`config.mk`:
```
export PLATFORM = sky130hd
export DESIGN_NAME = gat_coef_fifo
export DESIGN_NICKNAME = d
export VERILOG_FILES = /design/src/gat_pkg.sv /design/src/gat_coef_fifo.sv
export SDC_FILE = /design/constraint.sdc
export NUM_CORES = 1
export LEC_CHECK = 0
export BUFFER_PORTS_ARGS = -buffer_cell sky130_fd_sc_hd__buf_2
export CAP_MARGIN = 20
export CORE_MARGIN = 2
export CORE_UTILIZATION = 45
export CTS_CLUSTER_SIZE = 16
export DETAILED_ROUTE_END_ITERATION = 8
export HOLD_SLACK_MARGIN = 0.06
export SLEW_MARGIN = 25
export SYNTH_ARGS = -nofsm -noshare
export SYNTH_HDL_FRONTEND = slang
export SYNTH_SLANG_ARGS = --single-unit
```
`constraint.sdc`:
```
create_clock -name clk -period 2.8 [get_ports clk]
set_clock_uncertainty 0.1 [all_clocks]
set_input_delay 0.14 -clock clk [delete_from_list [all_inputs] [get_ports clk]]
set_output_delay 0.14 -clock clk [all_outputs]
set_load 0.01 [all_outputs]
```
`src/gat_pkg.sv`:
```
package gat_pkg;

  // Datapath widths
  localparam int DATA_WIDTH    = 8;
  localparam int WH_DATA_WIDTH = 20;
  localparam int SCORE_WIDTH   = 32;

  // Negative slope of LeakyReLU is 1/8
  localparam int LEAKY_SHIFT = 3;
  // Scale from attention score down to coefficient
  localparam int COEF_SHIFT  = 6;

  // Feature values, weights, a entries and coefficients
  typedef logic signed [DATA_WIDTH-1:0] data_t;

  // One lane of a Wh row
  typedef logic signed [WH_DATA_WIDTH-1:0] wh_t;

  // Attention score before LeakyReLU
  typedef logic signed [SCORE_WIDTH-1:0] score_t;

  // Row accumulation in the SPMM engine
  typedef enum logic {
    row_idle_s,
    row_accum_s
  } row_state_e;

endpackage
```
`src/gat_coef_fifo.sv`:
```
`timescale 1ns/1ps

module gat_coef_fifo #(
  parameter int COEF_DEPTH = 8,
  localparam int PTR_W     = $clog2(COEF_DEPTH),
  localparam int CNT_W     = $clog2(COEF_DEPTH + 1)
)(
  input  logic           clk,
  input  logic           rst_n,
  input  logic           push_i,
  input  gat_pkg::data_t push_data_i,
  input  logic           pop_i,
  output gat_pkg::data_t head_o,
  output logic           empty_o,
  output logic           ovf_o
);
  import gat_pkg::*;

  data_t            mem [COEF_DEPTH];
  logic [PTR_W-1:0] wr_ptr_q;
  logic [PTR_W-1:0] rd_ptr_q;
  logic [CNT_W-1:0] count_q;
  logic             full;
  logic             do_push;
  logic             do_pop;

  assign full    = (count_q == CNT_W'(COEF_DEPTH));
  assign empty_o = (count_q == '0);
  assign do_pop  = pop_i && !empty_o;
  // A pop frees the slot even when full
  assign do_push = push_i && (!full || pop_i);

  always_ff @(posedge clk or negedge rst_n) begin
    if (!rst_n) begin
      wr_ptr_q <= '0;
      rd_ptr_q <= '0;
      count_q  <= '0;
      ovf_o    <= 1'b0;
    end else begin
      if (do_push) begin
        wr_ptr_q <= (wr_ptr_q == PTR_W'(COEF_DEPTH - 1)) ? '0 : wr_ptr_q + 1'b1;
      end
      if (do_pop) begin
        rd_ptr_q <= (rd_ptr_q == PTR_W'(COEF_DEPTH - 1)) ? '0 : rd_ptr_q + 1'b1;
      end
      count_q <= count_q + CNT_W'(do_push) - CNT_W'(do_pop);
      if (push_i && !do_push) begin
        ovf_o <= 1'b1;
      end
    end
  end

  always_ff @(posedge clk) begin
    if (do_push) begin
      mem[wr_ptr_q] <= push_data_i;
    end
  end

  assign head_o = empty_o ? '0 : mem[rd_ptr_q];

  a_no_pop_empty: assert property (@(posedge clk) disable iff (!rst_n)
    pop_i |-> !empty_o);

endmodule

```
==> results by group <==
Outcome
  – Status: complete, no violations

Yosys
  – Post-Syn Nets: 216
  – Main flop type after synthesis: edfxtp_1
  – Count leader, synth: edfxtp_1
  – #FFs+latches synth: 75
  – Synthesized area per cell: 16.4 µm²
  – Seq/Total Area, Yosys: 0.693
  – Synth async-reset ratio: 0.147
  – Yosys top cell area share: 0.606
  – Post-synth EDFFs: 64
  – Area contributors post-synth: edfxtp_1 61%, mux2i_1 10%, dfrtp_1 8.7%
  – Leading cell types by count after synthesis: 64 x edfxtp_1, 32 x mux2i_1, 16 x a22o_1
  – Mapped Area: 3170 µm²
  – Largest area contributor in the netlist: edfxtp_1
  – Mapped Cells: 193
  – Synth unique cells: 28
  – Warnings, synthesis: 0

STA
  – Final Hold Vio Count: 0
  – Worst rel slew slack: 0.438
  – Fmax: 404 MHz
  – Setup TNS: 0 ns
  – Setup Viol. Count Final: 0
  – Least-Margin Pin Slew: 0.842 ns
  – Final Max Slew Viols: 0
  – RSZ-0062 raised after global routing: no
  – Tmin final: 2.47 ns
  – Hold WS: 0.105 ns
  – Final WS setup: 0.327 ns
  – Period utilization: 0.883

Placed design
  – Inst Count DP: 315
  – Setup slack at placement: 0.350 ns
  – Dpl hpwl: 3.88 mm
  – Port Buf Inserts: 21
  – GPL Wtd Cong: 0.732
  – Dpl cell area: 3440 µm²

Critical path
  – Critical Path RT: 2.96 ns
  – CP Class: flip-flop to flip-flop
  – Critical path endpoint category: flip-flop
  – FF-to-FF setup slack: 0.33 ns
  – Worst Path Arrival: 2.63 ns
  – Worst Path Max Fanout: 8
  – Startpoint Class: flip-flop
  – Critical path origin: count_q[2]
  – Origin of the critical flop-to-flop path: count_q[2]

Final layout
  – Share of cells above drive strength 1: 0.233
  – Post-route design area: 3740 µm²
  – Layout Cells excl Fill: 341
  – # diodes: 0
  – Nets: 264
  – Area grow syn2layout: 18.1%

Power
  – Combinational share of power: 0.374
  – Clock power frac: 0.210
  – Leak: 1.46 nW
  – Sw Pwr: 1.27 mW
  – Switching share of power: 0.336
  – Cell Pwr Density: 1010 nW/µm²
  – Internal: 2.51 mW
  – Share of power burned in registers: 0.416
  – Peak VDD IR: 0.000502 V

Route
  – Vias per cell: 5.07
  – DRT iter0 DRCs: 101
  – Vias post-DR: 1,730
  – DRT antenna net count: 0
  – Post-route DRC: 0
  – First-pass iteration count of the detailed router: 4
  – Wirelength, routed: 5.96 mm
  – Wire per inst: 17.5 µm

Global route
  – Congestion Overflow GR: 0
  – Initial antenna violation count: 0
  – Pin count of the biggest net entering global routing: 35
  – Vias in the first global route: 1,864
  – Total global-route track usage: 0.173
  – Wire length of the first global-routing pass: 9.42 mm

CTS
  – Skew-Pair Late Insertion Delay: 0.33 ns
  – Clock transition at path regs: 0.07 ns
  – Clock Path Buffers: 2
  – Total CTS buffers: 9
  – Sink Count: 75
  – Root buf cell: clkbuf_8
  – TritonCTS clock tree: built
  – H-tree Lvls: 3

Floorplan
  – Initial core utilization: 0.467
  – Die area: 7730 µm²
  – Core area: 6790 µm²
  – Site Rows: 30
  – Die H: 87.9 µm
  – I/O pins: 22
  – Die Wd: 87.9 µm

Job
  – Max cap viols: 0

Worst hold path
  – Worst min path class: input port to async pin
[timing repair]
action | 4_1_cts | 5_1_grt
hold buffers | 11 | 0
gates resized for setup | 0 | 0
hold endpoints to repair | 76 | 0
buffers inserted | 0 | 0
setup endpoints to repair | 0 | 0
[flip-flops by register name, indices dropped and copies added, names as in the netlist]
name / cells
count_q: 4
mem: 64
ovf_o: 1
rd_ptr_q: 3
wr_ptr_q: 3
[final timing paths]
| check | endpoint | depth (start not counted) |
|---|---|---|
| max | count_q[3] | 10 |
| min | wr_ptr_q[0] | 2 |
| max reg2reg | count_q[3] | 10 |
| min reg2reg | count_q[0] | 1 |
| max in group asynchronous | rd_ptr_q[0] | 2 |
| min in group clk | rd_ptr_q[2] | 3 |
[per-layer routing]
layer | GRT usage | share of wire | vias up
met4 | 0.0741 | 0.014 | 0
met2 | 0.306 | 0.52 | 25
met3 | 0.0311 | 0.024 | 8
li1 | - | - | 835
met5 | 0 | 0 | -
met1 | 0.207 | 0.44 | 862
[critical path, stage by stage, from the launching register on]
cell	delay, ns
dfrtp_1	0.36
inv_1	0.09
ha_1	0.15
or4b_4	0.49
nand2_4	0.14
ha_1	0.21
inv_1	0.06
ha_1	0.27
a21o_1	0.19
a21oi_1	0.17
xor2_1	0.16
[final cells by class]
| cell class | count | area (µm²) |
|---|---|---|
| clock inverters | 6 | 66.3 |
| fillers | 553 | 3050 |
| well taps | 96 | 120 |
| inverters | 9 | 33.8 |
| repair buffers | 44 | 305 |
| clock buffers | 9 | 124 |
| multi-input cells | 102 | 898 |
| flip-flops and latches | 75 | 2200 |
[power groups by stage]
stage,Sequential [mW],Combinational [mW],Clock (mW)
6_report,1.57,1.41,0.792
5_1_grt,1.60,1.58,0.862
4_1_cts,1.57,1.45,0.812
3_5_place_dp,1.60,1.42,0
3_3_place_gp,1.58,1.35,0
2_1_floorplan,1.57,0.995,0
[cells by family after synthesis]
logic type,synth area share
xor+xnor,0.00553
simple gates,0.0592
mux,0.122
compound gates,0.0505
buf+inv,0.0237
fa+ha+maj,0.0458
flops,0.693
[stage by stage]
step,power (mW),utilization
finish,3.78,0.551
global route,4.03,0.551
CTS,3.83,0.551
detailed placement,3.01,0.507
global placement,2.93,0.507
floorplan,2.56,-
[layout by cell type, fill, tap and decap left out, types with 2 or more instances in the layout]
| cell | synthesis | routed |
|---|---|---|
| nor3_1 | 12 | 12 |
| clkbuf_8 | 0 | 9 |
| mux2i_1 | 32 | 32 |
| dlygate4sd3_1 | 0 | 11 |
| nor2_1 | 6 | 6 |
| mux2_2 | 6 | 6 |
| dfrtp_1 | 11 | 11 |
| edfxtp_1 | 64 | 64 |
| ha_1 | 10 | 10 |
| buf_2 | 0 | 21 |
| a22o_1 | 16 | 16 |
| buf_4 | 4 | 12 |
| clkinvlp_4 | 0 | 2 |
| nor2b_1 | 4 | 4 |
| inv_1 | 9 | 9 |
| nand2b_1 | 2 | 2 |
Power figures use the tool's default switching activity.
