$ cat config.mk
export PLATFORM = sky130hd
export DESIGN_NAME = gat_weight_store
export DESIGN_NICKNAME = d
export VERILOG_FILES = /design/src/gat_pkg.sv /design/src/gat_weight_store.sv
export SDC_FILE = /design/constraint.sdc
export NUM_CORES = 1
export LEC_CHECK = 0
export BUFFER_PORTS_ARGS = -buffer_cell sky130_fd_sc_hd__buf_2
export CORE_MARGIN = 8
export CORE_UTILIZATION = 56
export CTS_CLUSTER_DIAMETER = 50
export CTS_CLUSTER_SIZE = 25
export DETAILED_ROUTE_END_ITERATION = 12
export GPL_ROUTABILITY_DRIVEN = 0
export PLACE_DENSITY_LB_ADDON = 0.12
export SLEW_MARGIN = 15
export SYNTH_ARGS = -nofsm -noshare
export SYNTH_HDL_FRONTEND = slang
export SYNTH_SLANG_ARGS = --single-unit
$ cat constraint.sdc
create_clock -name clk -period 1.8 [get_ports clk]
set_clock_uncertainty 0.2 [all_clocks]
set_input_delay 0.18 -clock clk [delete_from_list [all_inputs] [get_ports clk]]
set_output_delay 0.18 -clock clk [all_outputs]
set_load 0.03 [all_outputs]
$ cat src/gat_pkg.sv
package gat_pkg;

  // Datapath widths
  localparam int DATA_WIDTH    = 8;
  localparam int WH_DATA_WIDTH = 20;
  localparam int SCORE_WIDTH   = 32;

  // Negative slope of LeakyReLU is 1/8
  localparam int LEAKY_SHIFT = 3;
  // Scale from attention score down to coefficient
  localparam int COEF_SHIFT  = 6;

  // Feature values, weights, a entries and coefficients
  typedef logic signed [DATA_WIDTH-1:0] data_t;

  // One lane of a Wh row
  typedef logic signed [WH_DATA_WIDTH-1:0] wh_t;

  // Attention score before LeakyReLU
  typedef logic signed [SCORE_WIDTH-1:0] score_t;

  // Row accumulation in the SPMM engine
  typedef enum logic {
    row_idle_s,
    row_accum_s
  } row_state_e;

endpackage
$ cat src/gat_weight_store.sv
`timescale 1ns/1ps

module gat_weight_store #(
  parameter int NUM_FEATURE_IN  = 16,
  parameter int NUM_FEATURE_OUT = 4,
  localparam int W_SIZE         = NUM_FEATURE_IN * NUM_FEATURE_OUT,
  localparam int ADDR_SPACE     = W_SIZE + 2 * NUM_FEATURE_OUT,
  localparam int ADDR_W         = $clog2(ADDR_SPACE),
  localparam int ROW_W          = $clog2(NUM_FEATURE_IN)
)(
  input  logic                                  clk,
  input  logic                                  rst_n,
  input  logic                                  wgt_we_i,
  input  logic [ADDR_W-1:0]                     wgt_addr_i,
  input  gat_pkg::data_t                        wgt_data_i,
  input  logic [ROW_W-1:0]                      w_row_sel_i,
  output gat_pkg::data_t [NUM_FEATURE_OUT-1:0]  w_row_o,
  output gat_pkg::data_t [NUM_FEATURE_OUT-1:0]  a1_vec_o,
  output gat_pkg::data_t [NUM_FEATURE_OUT-1:0]  a2_vec_o
);
  import gat_pkg::*;

  data_t [NUM_FEATURE_OUT-1:0] w_q [NUM_FEATURE_IN];
  data_t [NUM_FEATURE_OUT-1:0] a1_q;
  data_t [NUM_FEATURE_OUT-1:0] a2_q;

  // Weights row by row, then a1, then a2
  always_ff @(posedge clk or negedge rst_n) begin
    if (!rst_n) begin
      for (int r = 0; r < NUM_FEATURE_IN; r++) begin
        w_q[r] <= '0;
      end
      a1_q <= '0;
      a2_q <= '0;
    end else if (wgt_we_i) begin
      for (int r = 0; r < NUM_FEATURE_IN; r++) begin
        for (int c = 0; c < NUM_FEATURE_OUT; c++) begin
          if (wgt_addr_i == ADDR_W'(r * NUM_FEATURE_OUT + c)) begin
            w_q[r][c] <= wgt_data_i;
          end
        end
      end
      for (int c = 0; c < NUM_FEATURE_OUT; c++) begin
        if (wgt_addr_i == ADDR_W'(W_SIZE + c)) begin
          a1_q[c] <= wgt_data_i;
        end
        if (wgt_addr_i == ADDR_W'(W_SIZE + NUM_FEATURE_OUT + c)) begin
          a2_q[c] <= wgt_data_i;
        end
      end
    end
  end

  assign w_row_o  = w_q[w_row_sel_i];
  assign a1_vec_o = a1_q;
  assign a2_vec_o = a2_q;

  a_wgt_addr_range: assert property (@(posedge clk) disable iff (!rst_n)
    wgt_we_i |-> (int'(wgt_addr_i) < ADDR_SPACE));

endmodule

==> results.toml <==
[status]
outcome = "finished with violations"
violations = "setup timing"

[power]
p_int_mw = 21.83
p_switching_mw = 8.084
p_comb_share_pct = 13.7
pwr-share-clk_pct = 37.8
finalPower_mw = 29.91
power.density_nw_per_um2 = 936.7
pwr-share-seq_pct = 48.6
vdd_drop_max_uv = 1001
p_leak_nw = 15.47
switching_share_pct = 27.03

[clock_network]
worst_skew_pair.late_latency_ns = 0.59
cts_tree = "built"
htree_levels = 2
cts_inserted_buffers = 50
cts.sinks = 576
clk_pin_slew_ns = 0.08
cts_root_buffer = "clkbuf_16"
clk_path_buf_depth = 3

[die]
start_util_pct = 56.41
die_area_sq_um = 53870
ios = 118
die_height_um = 232.1
rows = 79
core_sq_um = 46360
die-width_um = 232.1

[synth]
async_flop_share_pct = 100.0
synth_top_family_by_area = "multiplexers"
synth_compound_area_share_pct = 1.837
synth-xor-area-share_pct = 0
yosys-mux-area-fraction_pct = 35.83
synth_fp_nets = 1639
synth_area_sq_um = 26150
ys_seq_area_share_pct = 55.12
yosys.area_share.adder_pct = 0
synth-edff-count = 0
synth.distinct_cells = 40
ys.warnings.count = 0
ys_seq_elements = 576
synth_ff_type = "dfrtp_1"
synth-simple-area-share_pct = 4.985
postSynthCellCount = 1617
avgSynthCellArea_sq_um = 16.17

[worst_setup_path]
critPathCaptureType = "output pin"
cp.required_ns = 1.42
r2r_slack_ns = 0.71
critPathMaxStageDelay_ns = 0.48
worst_setup_path_start_kind = "flip-flop"
critical_path_class = "reg2out"
path_buf_inv = 2
r2r-start = "w_q[447]"
cp_top_family = "multiplexers"
critPathSlowestCell = "mux4_2"
cp_cell_sequence = "mux4_2, a22oi_2, buf_4, nand2_4, buf_6"
reg2reg_to = "w_q[447]"
rr_worst_depth = 2
cp_max_fo = 2
startpoint = "w_q[171]"
arrival_ns = 2.09

[hold_path]
worstHoldStart = "wgt_data_i[6]"
min_to = "w_q[62]"
hold_class = "in2reg"
hold_path_depth = 3

[sta]
fin_crit_sh_pct = 137.0
hold-worst-slack_ns = 0.01096
period_needed_ns = 2.465
tightest_slew_ns = 0.9252
maxSlewViolCount = 0
slew_headroom_pct = 38.12
grt_setup_unrepaired = "yes"
hold_violations = 0
fmax_mhz = 405.6
fin_ws_ns = -0.6654
setup_violations = 48

[global_route]
antenna_found_initial = 1
grt_overflow = 0
grt_pass1_vias = 16870
grt_max_degree = 97
grtUsageTotal_pct = 24.76
grt_pass1_wl_um = 102400

[place]
port_buffers = 117
pre_cts_ws_ns = -0.4197
dp_hpwl_um = 42800

[routing]
dr.pass1.iters = 5
drtIter0Drc = 924
viasPerCell = 6.066
drtAntennaViolNets = 0
drt-total-wl_um = 64510
drc_errors = 0
via_count = 15180
routedWlPerCell_um = 25.77

[cells_and_area]
final_nets = 1876
syn2layout_area_growth_pct = 22.10
n_antenna_cell = 0
final_util_pct = 68.88
drive_gt1_share_pct = 67.30

[job]
maxCapViolCount = 0
==> synthesized netlist by cell type, types with 2 or more instances <==
cell type    n  area share [%]
nor3_4      11            0.68
nand4b_4     3            0.27
buf_2       14            0.27
nand4_2      6            0.29
nand3_2     21            0.80
nor2_2      13            0.31
nand2_1     34            0.49
nand4bb_1    2           0.086
buf_6        4            0.17
a22oi_1     64             1.8
mux2_2     562              24
and4bb_2     5            0.24
nand2_2     15            0.36
buf_1       12            0.17
nor2_8       4            0.31
buf_4       11            0.32
mux2_1      14            0.60
nand2b_1     3           0.072
dfrtp_1    576              55
clkbuf_1    91             1.3
nor2b_1      5            0.12
mux4_2     128              11
nor3b_4      2            0.14
==> registers in the layout (all words and copies together) (netlist names) <==
name and count:
a2_vec_o 32, a1_vec_o 32, w_q 512
==> metrics by stage <==
step                      setup TNS, ns  cells  instance area (sq um)
after floorplan                       0   1617                  26360
after global placement           -42.35   2394                  29550
after detailed placement         -52.87   2394                  29550
after CTS                        -18.85   2502                  31880
after global routing             -20.83   2503                  31930
final                            -17.73   2503                  31930
==> logic make-up after synthesis <==
logic type / count (synthesis)
muxes: 704
and+or+nand+nor: 141
AOI/OAI and AO/OA: 64
DFF: 576
buffers and inverters: 132
==> cell usage in the layout, fill, tap and decap left out, drive strengths merged, types with 5 or more instances in the layout <==
cell type    n
inv         19
clkinv      12
dfrtp      576
nand2       49
nand4        7
and4bb       5
clkbuf      55
clkinvlp     8
a22oi       64
mux2       576
nand3       21
nor3        12
mux4       128
nor2b        5
nor2        19
buf        312
==> routing by layer <==
| layer | wire, um | global-route usage, % | vias to the layer above |
|---|---|---|---|
| met2 | 31680 | 40.68 | 333 |
| met5 | 0 | 0 | - |
| li1 | - | - | 6543 |
| met4 | 1891 | 7.968 | 0 |
| met1 | 27880 | 33.17 | 8192 |
| met3 | 3065 | 4.801 | 114 |
==> repair_timing <==
action | in CTS | in global routing
buffers inserted | 10 | 1
setup endpoints to repair | 32 | 48
hold buffers | 4 | 1
pin swaps | 53 | 7
resized for setup | 117 | 8
endpoints found under the hold margin | 599 | 16
==> area by class of cell <==
type | count | area, sq um
clock buffers | 54 | 1330
clock inverters | 40 | 424.2
fillers | 3162 | 14430
multi-input cells | 909 | 11560
flip-flops and latches | 576 | 14410
well taps | 607 | 759.5
repair buffers | 317 | 3448
==> power by group through the flow <==
stage | clock network [mW] | registers (mW) | logic [mW]
4_1_cts | 11.6 | 14.5 | 4.13
3_5_place_dp | 0 | 14.8 | 3.88
3_3_place_gp | 0 | 14.7 | 3.78
2_1_floorplan | 0 | 14.8 | 2.26
5_1_grt | 12.1 | 14.6 | 4.37
6_report | 11.3 | 14.5 | 4.09
==> worst reg2reg max path: cells and delay by family, from the launching register on <==
family,cells,cell delay [ns]
flip-flops,1,0.40
multiplexers,1,0.25
buffers and inverters,1,0.14
==> worst max-delay path by stage <==
stage                       end  depth (start not counted)
finish              w_row_o[11]                          5
global route        w_row_o[11]                          5
CTS                 w_row_o[11]                          5
detailed placement  w_row_o[11]                          7
global placement    w_row_o[11]                          7
floorplan              w_q[120]                          5
Note: power is estimated with default switching activity, not from simulation.
