File: src/gat_pkg.sv
package gat_pkg;

  // Datapath widths
  localparam int DATA_WIDTH    = 8;
  localparam int WH_DATA_WIDTH = 20;
  localparam int SCORE_WIDTH   = 32;

  // Negative slope of LeakyReLU is 1/8
  localparam int LEAKY_SHIFT = 3;
  // Scale from attention score down to coefficient
  localparam int COEF_SHIFT  = 6;

  // Feature values, weights, a entries and coefficients
  typedef logic signed [DATA_WIDTH-1:0] data_t;

  // One lane of a Wh row
  typedef logic signed [WH_DATA_WIDTH-1:0] wh_t;

  // Attention score before LeakyReLU
  typedef logic signed [SCORE_WIDTH-1:0] score_t;

  // Row accumulation in the SPMM engine
  typedef enum logic {
    row_idle_s,
    row_accum_s
  } row_state_e;

endpackage
File: src/gat_spmm_engine.sv
`timescale 1ns/1ps

module gat_spmm_engine #(
  parameter int NUM_FEATURE_IN  = 16,
  parameter int NUM_FEATURE_OUT = 4,
  localparam int ROW_W          = $clog2(NUM_FEATURE_IN)
)(
  input  logic                                  clk,
  input  logic                                  rst_n,
  input  logic                                  nz_vld_i,
  input  gat_pkg::data_t                        nz_val_i,
  input  logic [ROW_W-1:0]                      nz_col_i,
  input  logic                                  nz_first_i,
  input  logic                                  nz_last_i,
  output logic [ROW_W-1:0]                      w_row_sel_o,
  input  gat_pkg::data_t [NUM_FEATURE_OUT-1:0]  w_row_i,
  output logic                                  wh_vld_o,
  output gat_pkg::wh_t [NUM_FEATURE_OUT-1:0]    wh_row_o,
  output logic                                  wh_first_o
);
  import gat_pkg::*;

  row_state_e                 state_q;
  logic                       first_q;
  wh_t [NUM_FEATURE_OUT-1:0]  acc_q;
  wh_t [NUM_FEATURE_OUT-1:0]  acc_next;
  logic                       row_start;

  // Column index picks the W row for this nonzero
  assign w_row_sel_o = nz_col_i;
  assign row_start   = (state_q == row_idle_s);

  always_comb begin
    for (int k = 0; k < NUM_FEATURE_OUT; k++) begin
      acc_next[k] = acc_q[k] + wh_t'(nz_val_i) * wh_t'(w_row_i[k]);
    end
  end

  always_ff @(posedge clk or negedge rst_n) begin
    if (!rst_n) begin
      state_q    <= row_idle_s;
      first_q    <= 1'b0;
      acc_q      <= '0;
      wh_vld_o   <= 1'b0;
      wh_first_o <= 1'b0;
    end else begin
      wh_vld_o <= 1'b0;
      if (nz_vld_i) begin
        if (nz_last_i) begin
          // Lanes cleared so a new row can start next cycle
          state_q    <= row_idle_s;
          acc_q      <= '0;
          wh_vld_o   <= 1'b1;
          wh_first_o <= row_start ? nz_first_i : first_q;
        end else begin
          state_q <= row_accum_s;
          acc_q   <= acc_next;
          if (row_start) begin
            first_q <= nz_first_i;
          end
        end
      end
    end
  end

  always_ff @(posedge clk) begin
    if (nz_vld_i && nz_last_i) begin
      wh_row_o <= acc_next;
    end
  end

  a_nz_col_range: assert property (@(posedge clk) disable iff (!rst_n)
    nz_vld_i |-> (int'(nz_col_i) < NUM_FEATURE_IN));

endmodule

File: config.mk
export PLATFORM = sky130hd
export DESIGN_NAME = gat_spmm_engine
export DESIGN_NICKNAME = d
export VERILOG_FILES = /design/src/gat_pkg.sv /design/src/gat_spmm_engine.sv
export SDC_FILE = /design/constraint.sdc
export NUM_CORES = 1
export LEC_CHECK = 0
export ABC_CLOCK_PERIOD_IN_PS = 5240
export BUFFER_PORTS_ARGS = -buffer_cell sky130_fd_sc_hd__buf_2
export CELL_PAD_IN_SITES_DETAIL_PLACEMENT = 0
export CELL_PAD_IN_SITES_GLOBAL_PLACEMENT = 2
export CORE_ASPECT_RATIO = 1.25
export CORE_MARGIN = 2
export CORE_UTILIZATION = 42
export DETAILED_ROUTE_END_ITERATION = 12
export GPL_TIMING_DRIVEN = 0
export PLACE_DENSITY = 0.83
export SETUP_SLACK_MARGIN = 0.05
export SYNTH_ARGS = -nofsm -noshare
export SYNTH_HDL_FRONTEND = slang
export SYNTH_SLANG_ARGS = --single-unit
File: constraint.sdc
create_clock -name clk -period 5.24 [get_ports clk]
set_clock_uncertainty 0.1 [all_clocks]
set_input_delay 0.524 -clock clk [delete_from_list [all_inputs] [get_ports clk]]
set_output_delay 0.524 -clock clk [all_outputs]
set_load 0.01 [all_outputs]
==> flow_summary.toml <==
[cells_and_area]
final_nets = 2638
layout-drive-gt1-share_pct = 13.3
multi_input_area_sq_mm = 0.0141
fillers = 4419
fin_cells = 2707
area_delta_synth_final_pct = 13.3
seq_area_sq_mm = 0.00450

[sta]
tightestPinTransition_ns = 1.24
slew_violations = 0
setup_violations = 0
finalCritPeriodShare_pct = 96.2
fin_crit_ns = 5.04
slew-limit-headroom_pct = 17.0
rsz0062_at_grt = "true"
finalHoldViolCount = 0
fmax_mhz = 198

[synth]
yosys_warnings = 0
synthAdderAreaFrac_pct = 46.7
synth_ff_type = "dfrtp_1"
synthMuxAreaShare_pct = 0.206
yosysUniqueCellTypes = 67
async_reset_ff_share_pct = 51.2
syn-num-nets = 2464
synth-edff-count = 80
synth_top_family_by_area = "adder cells"
yosysMostFrequentCell = "inv_1"
synth_area_leaders = "fa_1 35%, edfxtp_1 12%, ha_1 12%, dfrtp_1 11%, inv_1 7.0%"
yosysTopAreaCellShare_pct = 35.2
syn_area_sq_mm = 0.0200
synth_top_area_cell = "fa_1"
yosysSeqAreaShare_pct = 22.5
synth-xor-area-share_pct = 3.24
syn_area_per_cell_sq_um = 10.6
synthTopCellsByCount = "371 x inv_1, 352 x fa_1, 184 x ha_1"
synthSimpleGateAreaFrac_pct = 10.9
ys_ff_latch = 164
synth_cells = 1879
synth_compound_area_share_pct = 8.18

[clocking]
clock-sinks = 164
cts_inserted_buffers = 17
cts_root_buffer = "clkbuf_16"
path_clk_slew_ns = 0.07
clk_latency_ns = 0.47
cts_tree = "done"
clockBufferDepth = 2
htreeDepth = 4

[worst_setup_path]
required_ns = 5.50
r2r_setup_slack_ns = 0.35
critPathCapture = "acc_q[18]"
start_kind = "input pin"
worstPathArrival_ns = 5.30
cp_max_fo = 10
rr_worst_depth = 16
startpoint = "nz_val_i[7]"
critPathKind = "input pin to flop"
r2r_start = "acc_q[6]"
r2r_end = "wh_row_o[18]"
worstSetupEndpointType = "flop"

[global_route]
grt_usage_pct = 22.8
antenna_found_initial = 8
grt.busiest_layer = "met2"
grt_util_met1_pct = 28.0
grt_pass1_wl_microns = 83000
grt_max_degree = 51
met3_usage_pct = 3.70
grt_pass1_vias = 14904
use_met2_pct = 39.8
overflow = 0

[run]
cap_violations = 0

[die]
initial_utilization_pct = 42.5
die-area_sq_mm = 0.0494
rows = 89
core_sq_mm = 0.0471
die_x_microns = 199
die_h_microns = 248
pin_count = 135

[detailed_routing]
drc = 0
wire_per_inst_microns = 19.6
dr.pass1.iters = 5
wirelength_microns = 52900
drt_iter0_markers = 626
vias_per_cell = 5.08
num_vias = 13753
postRouteAntennaNets = 0

[placed_design]
port_buffers = 128
dp.cells = 2648
gp_congestion = 0.825
dp_hpwl_microns = 42600

[min_path]
hold_class = "input pin to flop"

[run_status]
outcome = "finished clean"
==> how the worst min path moves through the flow <==
stage,from,endpoint,slack [ns],depth (start not counted)
floorplan,rst_n,acc_q[0],0.13,0
global placement,first_q,first_q,0.39,1
detailed placement,first_q,first_q,0.40,1
CTS,nz_first_i,first_q,0.18,2
global route,nz_first_i,first_q,0.20,2
finish,nz_first_i,first_q,0.20,2
==> cell usage in the layout (no fill, tap or decap), types with 5 or more instances in the layout <==
cell type,netlist,final
inv_1,371,370
fa_1,352,347
ha_1,184,179
buf_2,0,129
nand2_1,124,122
and2_1,129,121
dfrtp_1,84,84
edfxtp_1,80,80
nor2_1,78,76
xnor2_1,51,50
o21ai_0,47,46
a21oi_1,42,40
a22o_1,39,39
nand3_1,31,31
buf_4,4,30
clkbuf_1,51,26
xor2_1,23,23
clkbuf_16,0,20
a21o_1,19,19
nor2b_1,16,16
nor3_1,17,14
o21a_1,12,12
clkbuf_2,1,11
a31o_2,10,10
nand2b_1,9,9
a211oi_1,12,8
clkbuf_4,0,7
and2_4,0,7
o21ai_1,7,7
o21bai_1,6,6
diode_2,0,5
nand4_1,5,5
a211oi_2,1,5
a31oi_1,7,5
nor3b_1,5,5
fa_2,0,5
==> worst max-delay path, cell delays in order <==
cell and delay (ns):
buf_4 0.16, clkbuf_16 0.19, buf_8 0.16, nand2_2 0.11
fa_2 0.68, fa_1 0.44, inv_1 0.08, fa_1 0.43
fa_1 0.46, ha_1 0.30, ha_2 0.38, and4_1 0.23
o21a_1 0.17, o31ai_4 0.10, a311o_1 0.38, and3b_1 0.23
o32ai_2 0.25
==> registers in the layout (all words and copies together), names as in the netlist <==
| register | count |
|---|---|
| state_q | 1 |
| wh_row_o | 80 |
| acc_q | 80 |
| first_q | 1 |
| wh_first_o | 1 |
| wh_vld_o | 1 |
==> layout make-up <==
cell class,instances,share of cell area [%]
Antenna cell,5,0.0552
Multi-Input combinational cell,1283,62.1
Clock buffer,23,2.25
Buffer,56,1.43
Sequential cell,164,19.9
Timing Repair Buffer,157,4.25
Inverter,374,6.21
Clock inverter,8,0.282
Tap cell,637,3.52
==> logic make-up (layout without fill, tap and decap cells) <==
| group | count (synthesis) | after routing |
|---|---|---|
| buffers and inverters | 432 | 618 |
| other | 0 | 5 |
| multiplexers | 4 | 4 |
| flip-flops | 164 | 164 |
| XOR/XNOR | 74 | 74 |
| adder cells (fa/ha/maj) | 536 | 536 |
| AND/OR/NAND/NOR | 434 | 434 |
| AO/OA/AOI/OAI | 235 | 235 |
==> per-layer routing <==
metal  wire length, microns  up-vias
met4                   1710        8
met2                  27400      285
met1                  21500     7083
met5                     42        -
met3                   2340       71
li1                       -     6306
==> timing repair <==
item,in CTS,in global routing
hold buffers,1,0
resized for setup,44,72
setup buffers,3,21
endpoints found under the hold margin,34,0
endpoints found under the setup margin,80,56
pin swaps,4,8
==> through the flow <==
stage	cell area [sq um]	hold WS, ns	util, %	TNS (ns)	setup WS, ns
finish	22700	0.203	48.1	0	0.199
global route	22600	0.199	48.1	-0.0132	-0.0132
CTS	22300	0.180	47.4	0	0.0667
detailed placement	21600	0.403	45.8	-70.99	-1.37
global placement	21400	0.389	45.5	-266.30	-2.48
floorplan	20000	0.128	-	0	0.0514
Power is left out: the tool's default activity adds up to more than one toggle a clock period on the data nets, which glitch-free logic cannot reach.
