<file path="config.mk">
export PLATFORM = sky130hd
export DESIGN_NAME = gat_attention_scorer
export DESIGN_NICKNAME = d
export VERILOG_FILES = /design/src/gat_pkg.sv /design/src/gat_attention_scorer.sv
export SDC_FILE = /design/constraint.sdc
export NUM_CORES = 2
export LEC_CHECK = 0
export BUFFER_PORTS_ARGS = -buffer_cell sky130_fd_sc_hd__buf_2
export CORE_MARGIN = 3
export CORE_UTILIZATION = 55
export CTS_BUF_LIST = sky130_fd_sc_hd__clkbuf_8
export DETAILED_ROUTE_END_ITERATION = 16
export PLACE_DENSITY = 0.75
export RECOVER_POWER = 100
export SETUP_SLACK_MARGIN = 0.1
export SLEW_MARGIN = 10
export SYNTH_ARGS = -nofsm -noshare
export SYNTH_HDL_FRONTEND = slang
export SYNTH_SLANG_ARGS = --single-unit
</file>
<file path="constraint.sdc">
create_clock -name clk -period 3.8 [get_ports clk]
set_clock_uncertainty 0.15 [all_clocks]
set_input_delay 0.57 -clock clk [delete_from_list [all_inputs] [get_ports clk]]
set_output_delay 0.57 -clock clk [all_outputs]
set_load 0.005 [all_outputs]
</file>
<file path="src/gat_pkg.sv">
package gat_pkg;

  // Datapath widths
  localparam int DATA_WIDTH    = 8;
  localparam int WH_DATA_WIDTH = 20;
  localparam int SCORE_WIDTH   = 32;

  // Negative slope of LeakyReLU is 1/8
  localparam int LEAKY_SHIFT = 3;
  // Scale from attention score down to coefficient
  localparam int COEF_SHIFT  = 6;

  // Feature values, weights, a entries and coefficients
  typedef logic signed [DATA_WIDTH-1:0] data_t;

  // One lane of a Wh row
  typedef logic signed [WH_DATA_WIDTH-1:0] wh_t;

  // Attention score before LeakyReLU
  typedef logic signed [SCORE_WIDTH-1:0] score_t;

  // Row accumulation in the SPMM engine
  typedef enum logic {
    row_idle_s,
    row_accum_s
  } row_state_e;

endpackage
</file>
<file path="src/gat_attention_scorer.sv">
`timescale 1ns/1ps

module gat_attention_scorer #(
  parameter int NUM_FEATURE_OUT = 4
)(
  input  logic                                  clk,
  input  logic                                  rst_n,
  input  logic                                  wh_vld_i,
  input  gat_pkg::wh_t [NUM_FEATURE_OUT-1:0]    wh_row_i,
  input  logic                                  wh_first_i,
  input  gat_pkg::data_t [NUM_FEATURE_OUT-1:0]  a1_vec_i,
  input  gat_pkg::data_t [NUM_FEATURE_OUT-1:0]  a2_vec_i,
  output logic                                  coef_push_o,
  output gat_pkg::data_t                        coef_data_o
);
  import gat_pkg::*;

  localparam score_t COEF_MAX = 127;
  localparam score_t COEF_MIN = -128;

  score_t s1;
  score_t s2;
  score_t s1_q;
  score_t s2_q;
  logic   vld_q;
  logic   first_q;
  score_t target_q;
  score_t score;
  score_t leaky;
  score_t scaled;
  data_t  coef;

  // Stage 1 dot products
  always_comb begin
    s1 = '0;
    s2 = '0;
    for (int k = 0; k < NUM_FEATURE_OUT; k++) begin
      s1 = s1 + score_t'(a1_vec_i[k]) * score_t'(wh_row_i[k]);
      s2 = s2 + score_t'(a2_vec_i[k]) * score_t'(wh_row_i[k]);
    end
  end

  // Target row supplies its own a1 term
  always_comb begin
    score  = (first_q ? s1_q : target_q) + s2_q;
    leaky  = score[SCORE_WIDTH-1] ? (score >>> LEAKY_SHIFT) : score;
    scaled = leaky >>> COEF_SHIFT;
    if (scaled > COEF_MAX) begin
      coef = data_t'(COEF_MAX);
    end else if (scaled < COEF_MIN) begin
      coef = data_t'(COEF_MIN);
    end else begin
      coef = data_t'(scaled);
    end
  end

  always_ff @(posedge clk or negedge rst_n) begin
    if (!rst_n) begin
      vld_q       <= 1'b0;
      first_q     <= 1'b0;
      target_q    <= '0;
      coef_push_o <= 1'b0;
    end else begin
      vld_q       <= wh_vld_i;
      first_q     <= wh_first_i;
      coef_push_o <= vld_q;
      if (vld_q && first_q) begin
        target_q <= s1_q;
      end
    end
  end

  always_ff @(posedge clk) begin
    if (wh_vld_i) begin
      s1_q <= s1;
      s2_q <= s2;
    end
    if (vld_q) begin
      coef_data_o <= coef;
    end
  end

endmodule

</file>
==> run_results.csv <==
group,metric,value,unit
sta,setup-violations-final,65,
cells_and_area,utilization_of_the_core_after_routing,0.687,
worst_setup_path,timing.critical_path.slowest_cell_delay,550,ps
global_routing,grt_pass1_wl,238000,µm
global_routing,grt_usage,0.331,
clock_tree,cts_made_buffers,9,
synth,syn_area_per_cell,9.49,µm²
sta,transition_time_of_the_tightest_slew_check_pin,2070,ps
worst_setup_path,setup.worst_path.end_class,"flop",
global_routing,grt_remaining_overflow,0,
clock_tree,clock-root-buffer,"sky130_fd_sc_hd__clkbuf_8",
clock_tree,ctsHtreeMaxLevel,3,
worst_setup_path,cell_family_with_most_cp_delay,"adder cells",
global_routing,grt_max_degree,43,
routing,wl_per_cell,21.4,µm
synth,yosysMostFrequentCell,"sky130_fd_sc_hd__inv_1",
clock_tree,clock_tree.buffer_depth,2,
sta,finalWorstPathRequiredPeriod,7510,ps
synth,post_synth_inst_count,5341,
global_routing,antenna_violations_before_repair,15,
sta,grt_setup_unrepaired,"true",
placement,post_detail_place_hpwl,137000,µm
routing,drt_first_iter_violations,2980,
die,floorplan.die.height,310,µm
synth,synth.ff_latch_count,104,
sta,worst_slack,-3710,ps
synth,yosysTopAreaCellShare,0.542,
worst_setup_path,cp_arrival,7500,ps
routing,drt-pass1-iter-count,8,
placement,gp_congestion,1.01,
routing,vias,38598,
die,floorplan.io_pins,157,
synth,synth_nets,7161,
worst_setup_path,crit_slowest_cell,"sky130_fd_sc_hd__fa_1",
worst_setup_path,crit_top_cell,"sky130_fd_sc_hd__fa_1",
global_routing,first_global_vias,42379,
clock_tree,cts_tree,"yes",
sta,final.hold.worst_slack,126,ps
status,failing_checks,"capacitance limit, slew limit, setup timing",
routing,totalWireLength,155000,µm
cells_and_area,fill_cells,6530,
die,core_area,90700,µm²
status,run_status,"finished with violations",
synth,synth_warnings,0,
clock_tree,numClockSinks,104,
routing,routed_via_density,5.32,
sta,achievable-frequency,0.133,GHz
sta,drv_slew,110,
worst_setup_path,cp_max_fo,5,
sta,fin_crit_sh,1.98,
sta,report.final.hold_viol_count,0,
synth,synth_cell_type_count,69,
synth,syn_area,50700,µm²
clock_tree,cts.hold.buffers_added,0,
synth,ys_top_cells_by_count,"sky130_fd_sc_hd__inv_1, sky130_fd_sc_hd__fa_1, sky130_fd_sc_hd__nand2_1",
die,die_w,310,µm
synth,async_reset_ff_frac,0.327,
synth,synth_enable_flop_cells,70,
die,fp.dieArea,95900,µm²
synth,netlist.top_cell.by_area,"sky130_fd_sc_hd__fa_1",
placement,place_worst_setup_slack,-4390,ps
clock_tree,clock_latency,390,ps
clock_tree,clk_pin_slew_worst_paths,100,ps
cells_and_area,area_delta_synth_final,22.9,%
routing,route.detailed.drc,0,
synth,seq_area_frac_synth,0.0582,
die,initial_utilization,0.559,
routing,postRouteAntennaNets,0,
worst_setup_path,critical_path_class,"input port to flop",
worst_setup_path,cp_num_buf_inv,9,
worst_hold_path,holdCritPathClass,"input port to flop",
die,fp-row-count,110,
synth,top_ff_cell_synth,"sky130_fd_sc_hd__edfxtp_1",
flow_run,drv_cap,3,
worst_setup_path,nature_of_the_critical_path_startpoint,"input port",
placement,buffer_ports.inserted,156,
worst_setup_path,required,3790,ps
cells_and_area,drive_above_1_share,0.248,
sta,relative_slew_margins,-0.383,
cells_and_area,nets,7882,
synth,synth.top_cells.by_area,"sky130_fd_sc_hd__fa_1, sky130_fd_sc_hd__inv_1, sky130_fd_sc_hd__ha_1",
per-layer routing:
metal  GRT usage  vias to the layer above  part of all wire  wire length, µm
met4      0.0992                       10             0.042             6510
met1       0.430                    19903              0.38            58300
met3       0.112                      373              0.12            18700
li1            -                    16612                 -                -
met2       0.532                     1700              0.46            71700
met5           0                        -           0.00045               70
cells in the final DEF (no fill, tap or decap), types with 10 or more instances in the layout:
cell type	instances
sky130_fd_sc_hd__inv_1	1415
sky130_fd_sc_hd__fa_1	1292
sky130_fd_sc_hd__nand2_1	725
sky130_fd_sc_hd__buf_4	624
sky130_fd_sc_hd__and2_1	358
sky130_fd_sc_hd__ha_1	226
sky130_fd_sc_hd__buf_6	158
sky130_fd_sc_hd__nand2b_1	99
sky130_fd_sc_hd__inv_2	89
sky130_fd_sc_hd__fa_2	80
sky130_fd_sc_hd__ha_4	70
sky130_fd_sc_hd__edfxtp_1	70
sky130_fd_sc_hd__nor2_1	65
sky130_fd_sc_hd__and2_4	58
sky130_fd_sc_hd__mux2_2	55
sky130_fd_sc_hd__xnor2_1	51
sky130_fd_sc_hd__buf_12	42
sky130_fd_sc_hd__buf_2	41
sky130_fd_sc_hd__buf_8	36
sky130_fd_sc_hd__dfrtp_1	34
sky130_fd_sc_hd__a21oi_2	29
sky130_fd_sc_hd__nor2b_1	25
sky130_fd_sc_hd__a21o_1	25
sky130_fd_sc_hd__a21oi_1	24
sky130_fd_sc_hd__xor2_1	23
sky130_fd_sc_hd__nand2_2	21
sky130_fd_sc_hd__o21ai_0	20
sky130_fd_sc_hd__clkbuf_1	15
sky130_fd_sc_hd__nor3_1	12
sky130_fd_sc_hd__nand2_4	12
sky130_fd_sc_hd__o21ai_1	11
sky130_fd_sc_hd__xnor2_2	11
sky130_fd_sc_hd__nor2_2	10
sky130_fd_sc_hd__nand4_1	10
area by class of cell:
class                   count  area (µm²)  share of cell area
inverters                1508        5680              0.0912
multi-input cells        3509       43700               0.701
flip-flops and latches    104        2950              0.0474
clock inverters             7        53.8            0.000863
repair buffers            930        8300               0.133
well taps                1176        1470              0.0236
clock buffers               9         124             0.00199
diodes                      6        15.0            0.000241
cells by family after synthesis:
kind of cell | Yosys count | share of synthesized area
xor gates and xnor gates | 88 | 0.0152
and+or+nand+nor | 1483 | 0.142
adders and majority gates | 1672 | 0.616
AOI/OAI and AO/OA | 202 | 0.0265
muxes | 64 | 0.0142
DFF | 104 | 0.0582
buffers and inverters | 1728 | 0.128
final timing paths:
| kind | from | to | slack (ps) | cells past startpoint |
|---|---|---|---|---|
| min in group asynchronous | rst_n | target_q[5]$_DFFE_PN0P_ | 590 | 1 |
| max | wh_row_i[22] | s2_q[21]$_DFFE_PP_ | -3710 | 30 |
| min reg2reg | s1_q[11]$_DFFE_PP_ | target_q[11]$_DFFE_PN0P_ | 360 | 1 |
| min | wh_first_i | first_q$_DFF_PN0_ | 130 | 1 |
| max in group asynchronous | rst_n | target_q[20]$_DFFE_PN0P_ | 1720 | 1 |
| max reg2reg | first_q$_DFF_PN0_ | coef_data_o[4]$_SDFFCE_PN1P_ | -840 | 18 |
state kept, by name, summed over array words and instances (netlist names):
signal / cells
s1_q: 31
s2_q: 31
target_q: 31
coef_data_o: 8
coef_push_o: 1
first_q: 1
vld_q: 1
timing repair:
item,CTS,global route
cloned,2,2
buffers inserted,49,54
pin swaps,194,189
resized for setup,592,283
setup endpoints to repair,65,65
stage by stage:
step,instance area (µm²),instances,TNS [ps]
finish,62300,7249,-170970
global route,62300,7246,-179040
CTS,60900,7196,-161460
detailed placement,58000,7134,-199910
global placement,58000,7134,-196240
floorplan,51800,5341,-153510
Power is left out: the tool's default activity adds up to more than one toggle a clock period on the data nets, which glitch-free logic cannot reach.
